--- config.mk ---
export PLATFORM = sky130hd
export DESIGN_NAME = ntm_interpolator
export DESIGN_NICKNAME = d
export VERILOG_FILES = /design/src/common/ntm_arith_pkg.sv /design/src/fixed_multiplier/fixed_multiplier.sv /design/src/hdl/gate_split.sv /design/src/hdl/interp_combiner.sv /design/src/hdl/ntm_interpolator.sv
export VERILOG_INCLUDE_DIRS = /design/src /design/src/common
export SDC_FILE = /design/constraint.sdc
export NUM_CORES = 1
export LEC_CHECK = 0
export ABC_AREA = 1
export BUFFER_PORTS_ARGS = -buffer_cell sky130_fd_sc_hd__buf_4
export CORE_ASPECT_RATIO = 0.8
export CORE_MARGIN = 2
export CORE_UTILIZATION = 30
export DETAILED_ROUTE_END_ITERATION = 12
export PLACE_DENSITY_LB_ADDON = 0.1
export SYNTH_ARGS = -nofsm -noshare
export SYNTH_HDL_FRONTEND = slang
export SYNTH_SLANG_ARGS = --single-unit
--- constraint.sdc ---
create_clock -name CLK -period 3.84 [get_ports CLK]
set_clock_uncertainty 0.05 [all_clocks]
set_input_delay 0.384 -clock CLK [delete_from_list [all_inputs] [get_ports CLK]]
set_output_delay 0.384 -clock CLK [all_outputs]
set_load 0.02 [all_outputs]
--- src/common/ntm_arith_settings.svh ---
// Changing FX_WIDTH also requires FX_MUL_STEPS to follow it and FX_FRAC to stay below it
`ifndef NTM_ARITH_SETTINGS_SVH
`define NTM_ARITH_SETTINGS_SVH

`default_nettype none

////////////////////
// Fixed-point format
////////////////////

// Word width of every operand and result
`define FX_WIDTH 16

// Fraction bits, so 1.0 is 2**FX_FRAC
`define FX_FRAC 8

////////////////////
// Multiplier timing
////////////////////

// One multiplier bit per step
`define FX_MUL_STEPS `FX_WIDTH

`default_nettype wire

`endif

--- src/common/ntm_arith_pkg.sv ---
// Saturation helper expects exactly one guard bit above the word
`include "ntm_arith_settings.svh"
`default_nettype none

package ntm_arith_pkg;

  ////////////////////
  // Word and constants
  ////////////////////

  typedef logic signed [`FX_WIDTH-1:0] fx_word_t;

  localparam fx_word_t fx_max = {1'b0, {(`FX_WIDTH-1){1'b1}}};
  localparam fx_word_t fx_min = {1'b1, {(`FX_WIDTH-1){1'b0}}};
  localparam fx_word_t fx_one = fx_word_t'(1) <<< `FX_FRAC;

  ////////////////////
  // Bundles
  ////////////////////

  // Interpolation request as sampled with START
  typedef struct packed {
    fx_word_t gate;
    fx_word_t cur;
    fx_word_t prev;
  } interp_operands_t;

  // Multiplicand and multiplier of one product
  typedef struct packed {
    fx_word_t a;
    fx_word_t b;
  } mul_operands_t;

  // Saturated value with its overflow flag
  typedef struct packed {
    fx_word_t value;
    logic     overflow;
  } fx_product_t;

  // Clamp a value carrying one guard bit into the word range
  function automatic fx_product_t fx_sat_ext(input logic signed [`FX_WIDTH:0] wide);
    fx_product_t res;
    // Guard and sign bits disagree only when the value left the range
    res.overflow = wide[`FX_WIDTH] ^ wide[`FX_WIDTH-1];
    res.value    = res.overflow ? (wide[`FX_WIDTH] ? fx_min : fx_max) : wide[`FX_WIDTH-1:0];
    return res;
  endfunction

endpackage

`default_nettype wire

--- src/fixed_multiplier/fixed_multiplier.sv ---
// Operands are sampled only in the START cycle and START is ignored while a product runs
`timescale 1ns/1ps
`include "ntm_arith_settings.svh"
`default_nettype none

module fixed_multiplier import ntm_arith_pkg::*; (
  input  wire            CLK,
  input  wire            RST,
  input  wire            START,
  input  mul_operands_t  operands,
  output logic           READY,
  output fx_product_t    product
);

  localparam int W  = `FX_WIDTH;
  localparam int PW = 2 * `FX_WIDTH;
  localparam int CW = $clog2(`FX_MUL_STEPS + 1);

  // Two-state controller
  localparam logic IDLE_STATE = 1'b0;
  localparam logic RUN_STATE  = 1'b1;

  ////////////////////
  // Signals
  ////////////////////

  logic          state_q;
  logic [CW-1:0] step_q;

  // Shift-add datapath on magnitudes
  logic          neg_q;
  logic [PW-1:0] acc_q;
  logic [PW-1:0] mcand_q;
  logic [W-1:0]  mplier_q;

  logic [W-1:0]        mag_a;
  logic [W-1:0]        mag_b;
  logic [PW-1:0]       acc_next;
  logic signed [PW:0]  prod_signed;
  logic signed [PW:0]  prod_shifted;
  fx_product_t         sat_prod;

  logic start_ok;
  logic last_step;

  assign start_ok  = (state_q == IDLE_STATE) && START;
  assign last_step = (state_q == RUN_STATE) && (step_q == CW'(`FX_MUL_STEPS - 1));

  ////////////////////
  // Combinational datapath
  ////////////////////

  always_comb begin
    // Magnitude of fx_min is still representable unsigned
    mag_a = operands.a[W-1] ? (~operands.a + 1'b1) : operands.a;
    mag_b = operands.b[W-1] ? (~operands.b + 1'b1) : operands.b;

    // Partial product for the current multiplier bit
    acc_next = acc_q + (mplier_q[0] ? mcand_q : '0);

    // Restore sign, then arithmetic shift truncates toward minus infinity
    prod_signed  = neg_q ? -$signed({1'b0, acc_next}) : $signed({1'b0, acc_next});
    prod_shifted = prod_signed >>> `FX_FRAC;

    // Clamp to the word range
    if (prod_shifted > (PW+1)'(fx_max)) begin
      sat_prod.value    = fx_max;
      sat_prod.overflow = 1'b1;
    end else if (prod_shifted < (PW+1)'(fx_min)) begin
      sat_prod.value    = fx_min;
      sat_prod.overflow = 1'b1;
    end else begin
      sat_prod.value    = prod_shifted[W-1:0];
      sat_prod.overflow = 1'b0;
    end
  end

  ////////////////////
  // Datapath registers
  ////////////////////

  always_ff @(posedge CLK) begin
    if (start_ok) begin
      // Bit 0 is taken while capturing
      acc_q    <= mag_b[0] ? PW'(mag_a) : '0;
      mcand_q  <= PW'(mag_a) << 1;
      mplier_q <= mag_b >> 1;
      neg_q    <= operands.a[W-1] ^ operands.b[W-1];
    end else if (state_q == RUN_STATE) begin
      acc_q    <= acc_next;
      mcand_q  <= mcand_q << 1;
      mplier_q <= mplier_q >> 1;
    end
  end

  ////////////////////
  // Controller
  ////////////////////

  always_ff @(posedge CLK or posedge RST) begin
    if (RST) begin
      state_q <= IDLE_STATE;
      step_q  <= '0;
      READY   <= 1'b0;
      product <= '0;
    end else begin
      case (state_q)
        IDLE_STATE: begin
          READY <= 1'b0;
          if (START) begin
            state_q <= RUN_STATE;
            step_q  <= CW'(1);
          end
        end
        RUN_STATE: begin
          if (last_step) begin
            // Final bit folded in, result out
            product <= sat_prod;
            READY   <= 1'b1;
            state_q <= IDLE_STATE;
          end else begin
            step_q <= step_q + 1'b1;
          end
        end
      endcase
    end
  end

endmodule

`default_nettype wire

--- src/hdl/gate_split.sv ---
// Holds one request at a time and drops any START that arrives before done
`timescale 1ns/1ps
`include "ntm_arith_settings.svh"
`default_nettype none

module gate_split import ntm_arith_pkg::*; (
  input  wire               CLK,
  input  wire               RST,
  input  wire               START,
  input  interp_operands_t  operands,
  input  wire               done,
  output logic              mul_start,
  output mul_operands_t     cur_term,
  output mul_operands_t     prev_term,
  output logic              comp_overflow
);

  ////////////////////
  // Signals
  ////////////////////

  logic busy_q;
  logic accept;

  // Latched request and complement gate
  interp_operands_t ops_q;
  fx_word_t         comp_q;

  logic signed [`FX_WIDTH:0] comp_wide;
  fx_product_t               comp_sat;

  assign accept = START && !busy_q;

  // One minus gate with a guard bit
  assign comp_wide = {fx_one[`FX_WIDTH-1], fx_one} - {operands.gate[`FX_WIDTH-1], operands.gate};
  assign comp_sat  = fx_sat_ext(comp_wide);

  ////////////////////
  // Request latch
  ////////////////////

  always_ff @(posedge CLK) begin
    if (accept) begin
      ops_q  <= operands;
      comp_q <= comp_sat.value;
    end
  end

  ////////////////////
  // Control
  ////////////////////

  always_ff @(posedge CLK or posedge RST) begin
    if (RST) begin
      busy_q        <= 1'b0;
      mul_start     <= 1'b0;
      comp_overflow <= 1'b0;
    end else begin
      // Launch both products the cycle after acceptance
      mul_start <= accept;
      if (accept) begin
        busy_q        <= 1'b1;
        comp_overflow <= comp_sat.overflow;
      end else if (done) begin
        busy_q <= 1'b0;
      end
    end
  end

  // gate times cur, complement times prev
  assign cur_term.a  = ops_q.gate;
  assign cur_term.b  = ops_q.cur;
  assign prev_term.a = comp_q;
  assign prev_term.b = ops_q.prev;

endmodule

`default_nettype wire

--- src/hdl/interp_combiner.sv ---
// Pairs one done pulse from each multiplier per operation and expects products held until then
`timescale 1ns/1ps
`include "ntm_arith_settings.svh"
`default_nettype none

module interp_combiner import ntm_arith_pkg::*; (
  input  wire          CLK,
  input  wire          RST,
  input  wire          cur_done,
  input  wire          prev_done,
  input  fx_product_t  cur_product,
  input  fx_product_t  prev_product,
  input  wire          comp_overflow,
  output logic         READY,
  output fx_word_t     result,
  output logic         overflow
);

  ////////////////////
  // Signals
  ////////////////////

  // Done pulses seen in earlier cycles
  logic cur_seen_q;
  logic prev_seen_q;
  logic both_done;

  logic signed [`FX_WIDTH:0] sum_wide;
  fx_product_t               sum_sat;
  logic                      any_ovf;

  assign both_done = (cur_done || cur_seen_q) && (prev_done || prev_seen_q);

  // Sum in one extra bit, then clamp
  assign sum_wide = {cur_product.value[`FX_WIDTH-1], cur_product.value}
                  + {prev_product.value[`FX_WIDTH-1], prev_product.value};
  assign sum_sat  = fx_sat_ext(sum_wide);

  // Any saturation along the path marks the result
  assign any_ovf = comp_overflow || cur_product.overflow || prev_product.overflow
                || sum_sat.overflow;

  ////////////////////
  // Output stage
  ////////////////////

  always_ff @(posedge CLK or posedge RST) begin
    if (RST) begin
      cur_seen_q  <= 1'b0;
      prev_seen_q <= 1'b0;
      READY       <= 1'b0;
      result      <= '0;
      overflow    <= 1'b0;
    end else begin
      READY <= 1'b0;
      if (both_done) begin
        result      <= sum_sat.value;
        overflow    <= any_ovf;
        READY       <= 1'b1;
        cur_seen_q  <= 1'b0;
        prev_seen_q <= 1'b0;
      end else begin
        // Wait for the slower product
        if (cur_done) cur_seen_q <= 1'b1;
        if (prev_done) prev_seen_q <= 1'b1;
      end
    end
  end

endmodule

`default_nettype wire

--- src/hdl/ntm_interpolator.sv ---
// READY follows an accepted START by FX_MUL_STEPS+2 cycles and result holds until the next READY
`timescale 1ns/1ps
`default_nettype none

module ntm_interpolator import ntm_arith_pkg::*; (
  input  wire               CLK,
  input  wire               RST,
  input  wire               START,
  input  interp_operands_t  operands,
  output logic              READY,
  output fx_word_t          result,
  output logic              overflow
);

  ////////////////////
  // Internal nets
  ////////////////////

  logic          mul_start;
  mul_operands_t cur_term;
  mul_operands_t prev_term;
  logic          comp_overflow;

  logic          cur_done;
  logic          prev_done;
  fx_product_t   cur_product;
  fx_product_t   prev_product;

  // Operand latch and complement gate
  gate_split split_i (
    .CLK           (CLK),
    .RST           (RST),
    .START         (START),
    .operands      (operands),
    .done          (READY),
    .mul_start     (mul_start),
    .cur_term      (cur_term),
    .prev_term     (prev_term),
    .comp_overflow (comp_overflow)
  );

  // g times cur
  fixed_multiplier cur_mul_i (
    .CLK      (CLK),
    .RST      (RST),
    .START    (mul_start),
    .operands (cur_term),
    .READY    (cur_done),
    .product  (cur_product)
  );

  // (1-g) times prev
  fixed_multiplier prev_mul_i (
    .CLK      (CLK),
    .RST      (RST),
    .START    (mul_start),
    .operands (prev_term),
    .READY    (prev_done),
    .product  (prev_product)
  );

  // Final sum and result register
  interp_combiner combine_i (
    .CLK           (CLK),
    .RST           (RST),
    .cur_done      (cur_done),
    .prev_done     (prev_done),
    .cur_product   (cur_product),
    .prev_product  (prev_product),
    .comp_overflow (comp_overflow),
    .READY         (READY),
    .result        (result),
    .overflow      (overflow)
  );

endmodule

`default_nettype wire

==> results.cfg <==
[run_status]
status = finished, final reports clean

[sta]
finalSetupTns_ns = 0
period_needed_ns = 3.78
slew_headroom = 0.260
drv_slew = 0
fin_crit_sh = 0.983
hold_viol_final = 0
fmax_mhz = 265
setup_violations = 0
max_slew.worst_pin.slew_ns = 1.11
rsz0062_at_grt = true
holdWs_ns = 0.0809

[grt]
use_met2 = 0.247
gr-total-overflow = 0
antenna_found_initial = 1
grt_pass1_wl_mm = 94.9
use_met3 = 0.0267
grt_max_degree = 62
grt_busiest_layer = met1
grt_pass1_vias = 17300
grt_use_total = 0.175
grt_use_met1 = 0.275

[yosys]
synth_nets = 2818
synth-simple-area-share = 0.299
syn_area_per_cell_sq_um = 7.34
synth-main-ff-cell = edfxtp_1
synth_common_cells = nand2_1 (836), inv_1 (390), nor2_1 (231)
syn_inst = 2679
synth.most_common_cell = nand2_1
ys_ff_latch = 293
synth_top_area_frac = 0.293
synth-adder-area-share = 0.0571
synth_seq_area_share = 0.414
synth.distinct_cells = 51
synth-edff-count = 192
synth-xor-area-share = 0.0440
yosys.area.top_type = edfxtp_1
synth_top_family_by_area = simple AND/OR/NAND/NOR gates
synth_area_sq_mm = 0.0197
ys_async_sr_fraction = 0.242
synthTopCellsByArea = edfxtp_1 (29%), nand2_1 (16%), dfrtp_1 (9.0%)
synthMuxAreaShare = 0
synth-compound-area-share = 0.0977
ys.warnings.count = 0

[worst_setup_path]
cp.required_ns = 4.23
crit_buf_inv = 5
start_kind = flop
slowest_stage = edfxtp_1
critPathTopFamily = simple AND/OR/NAND/NOR gates
crit_path_end_kind = flop
crit_top_cell = nand2_4
arrival_ns = 4.16
cp_slowest_stage_delay_ns = 0.45
worst-setup-path-type = reg -> reg
crit_path_max_fanout = 7
worstPathCellList = buf_6, clkbuf_16, nand2_4, inv_4, ha_4, nand2_4, nor2_4, nand3_4, nand3_4, nand2_2, nand2_4, nand4_1, buf_4, nor2_4, nand3_4, nand2_4, nand2_1, nand2_2, nand3_2, nor3_2, nand2_2, a21oi_4, buf_4, a21oi_2

[flow_run]
max_cap_violations = 0

[floorplanning]
num_rows = 83
die_w_microns = 290
die_h_microns = 233
die-area_sq_mm = 0.0676
start_util = 0.305
core_area_sq_mm = 0.0645
io_pins = 69

[power_and_ir_drop]
p_int_mw = 5.40
vdd_drop_max_mv = 0.287
switching_share = 0.218
p_sw_mw = 1.50
p_leak_nw = 11.9
p_clk_frac = 0.495
power_frac_seq = 0.485
power_density_mw_per_mm2 = 255
comb_power_share = 0.020

[detailed_routing]
antenna_left = 0
route.detailed.drc = 0
first_pass_iters = 5
drt_iter0_drc = 1143
drt-total-wl_mm = 62.5
vias = 18600
detail_route.wl_per_cell_microns = 16.0
vias_per_cell = 4.78

[clock_tree]
cts_sinks = 293
cts_buffer_depth = 3
cts_root_buffer = clkbuf_16
cts_tree = yes
clk_latency_ns = 0.56
clk_pin_slew_ns = 0.06
cts-buffers-inserted = 38
htreeDepth = 2

[place]
hpwl_mm = 45.7
placedCellCount = 3720
io_buffers = 68
place.gp.congestion = 0.879

[layout]
n_antenna_cell = 0
nets = 3158
layout.cells.non_filler = 3897
layout-drive-gt1-share = 0.288
post-route-util = 0.419
area_growth_pct = 37.4

[min_path]
hp-class = in -> async
==> layer usage <==
metal,up-vias,wire [microns]
met5,-,0
met1,8734,33100
met2,386,25400
met4,0,1120
li1,9424,-
met3,73,3000
==> metrics by stage <==
step,cell area (sq um),power (mW),worst slack (ns)
2_1_floorplan,19700,3.45,0.336
3_3_place_gp,22400,3.51,-0.267
3_5_place_dp,22400,3.51,-0.240
4_1_cts,24100,7.02,-0.00383
5_1_grt,27000,7.17,-0.150
6_report,27000,6.90,0.0644
==> final cells by class <==
type                       count  area (sq um)
multi-input combinational   1933         12300
tap                          850          1060
sequential                   293          8140
timing repair buffer         351          2870
inverter                     402          1520
fill                        6588         37500
clock buffer                  56          1050
clock inverter                12           111
==> final timing paths <==
| check | from | endpoint | slack (ns) | depth (start not counted) |
|---|---|---|---|---|
| worst max register to register | cur_mul_i.mplier_q[0] | cur_mul_i.product[14] | 0.06 | 24 |
| max in group asynchronous | RST | combine_i.result[10] | 2.74 | 3 |
| worst min-delay path | RST | prev_mul_i.step_q[1] | 0.08 | 2 |
| worst max-delay path | cur_mul_i.mplier_q[0] | cur_mul_i.product[14] | 0.06 | 24 |
| worst min register to register | combine_i.cur_seen_q | combine_i.prev_seen_q | 0.39 | 1 |
| min in group CLK | START | split_i.busy_q | 0.10 | 3 |
==> state kept, by name (all words and copies together), names as in the netlist, 5 cells and up <==
register and flops:
prev_mul_i.acc_q 32, cur_mul_i.step_q 5, prev_mul_i.step_q 5, combine_i.result 16, split_i.cur_term 32, cur_mul_i.mcand_q 31, cur_mul_i.product 17, prev_mul_i.mplier_q 15
cur_mul_i.mplier_q 15, split_i.prev_term 16, split_i.comp_q 16, prev_mul_i.mcand_q 31, cur_mul_i.acc_q 32, prev_mul_i.product 17
==> power by group through the flow <==
stage / combinational, mW / clock (mW) / sequential (mW)
after floorplan: 0.0385 / 0 / 3.41
after global placement: 0.101 / 0 / 3.41
after detailed placement: 0.103 / 0 / 3.41
after CTS: 0.142 / 3.53 / 3.34
after global routing: 0.156 / 3.67 / 3.34
final: 0.140 / 3.41 / 3.34
==> worst reg2reg max path, stage by stage, from the launching register on <==
cell,delay [ns]
edfxtp_1,0.45
buf_6,0.18
clkbuf_16,0.19
nand2_4,0.08
inv_4,0.03
ha_4,0.31
nand2_4,0.09
nor2_4,0.19
nand3_4,0.11
nand3_4,0.15
nand2_2,0.09
nand2_4,0.11
nand4_1,0.19
buf_4,0.20
nor2_4,0.13
nand3_4,0.10
nand2_4,0.09
nand2_1,0.08
nand2_2,0.08
nand3_2,0.09
nor3_2,0.20
nand2_2,0.12
a21oi_4,0.14
buf_4,0.17
a21oi_2,0.06
==> cells in the final DEF, fill, tap and decap left out, types with 8 or more instances in the layout <==
cell type	netlist	routed
edfxtp_1	192	192
dfxtp_1	30	30
ha_1	85	38
o211ai_1	13	13
nand3_4	0	13
o21ai_2	0	11
nor2_1	231	161
buf_4	1	286
nand2_1	836	652
nand2_4	1	56
o31ai_1	8	8
o21ai_0	141	128
nand3_2	9	45
nand3b_1	16	16
nor2_2	12	42
nor2_4	2	42
clkbuf_16	0	41
xnor2_1	30	27
clkbuf_1	41	16
ha_4	0	43
nand3_1	174	126
buf_6	2	12
inv_1	390	358
xor2_1	65	64
nand4_1	30	30
nand2_2	22	149
inv_2	5	34
or2_2	8	8
a21oi_2	1	39
nor3_1	41	32
dfrtp_1	71	71
o22ai_1	51	51
a21oi_1	105	61
dlygate4sd3_1	0	48
==> cells by family (layout without fill, tap and decap cells) <==
group	Yosys count	count (layout)
compound gates	348	348
simple gates	1397	1400
xor+xnor	97	97
fa+ha+maj	88	88
buf+inv	456	821
flops	293	293
==> timing repair <==
item / CTS / global route
endpoints found under the hold margin: 48 / 0
pin swaps: 3 / 182
hold buffers: 48 / 0
cloned: 1 / 5
buffers inserted: 1 / 54
gates resized for setup: 21 / 613
endpoints found under the setup margin: 31 / 45
No activity file was read; power rests on OpenSTA's default activity.
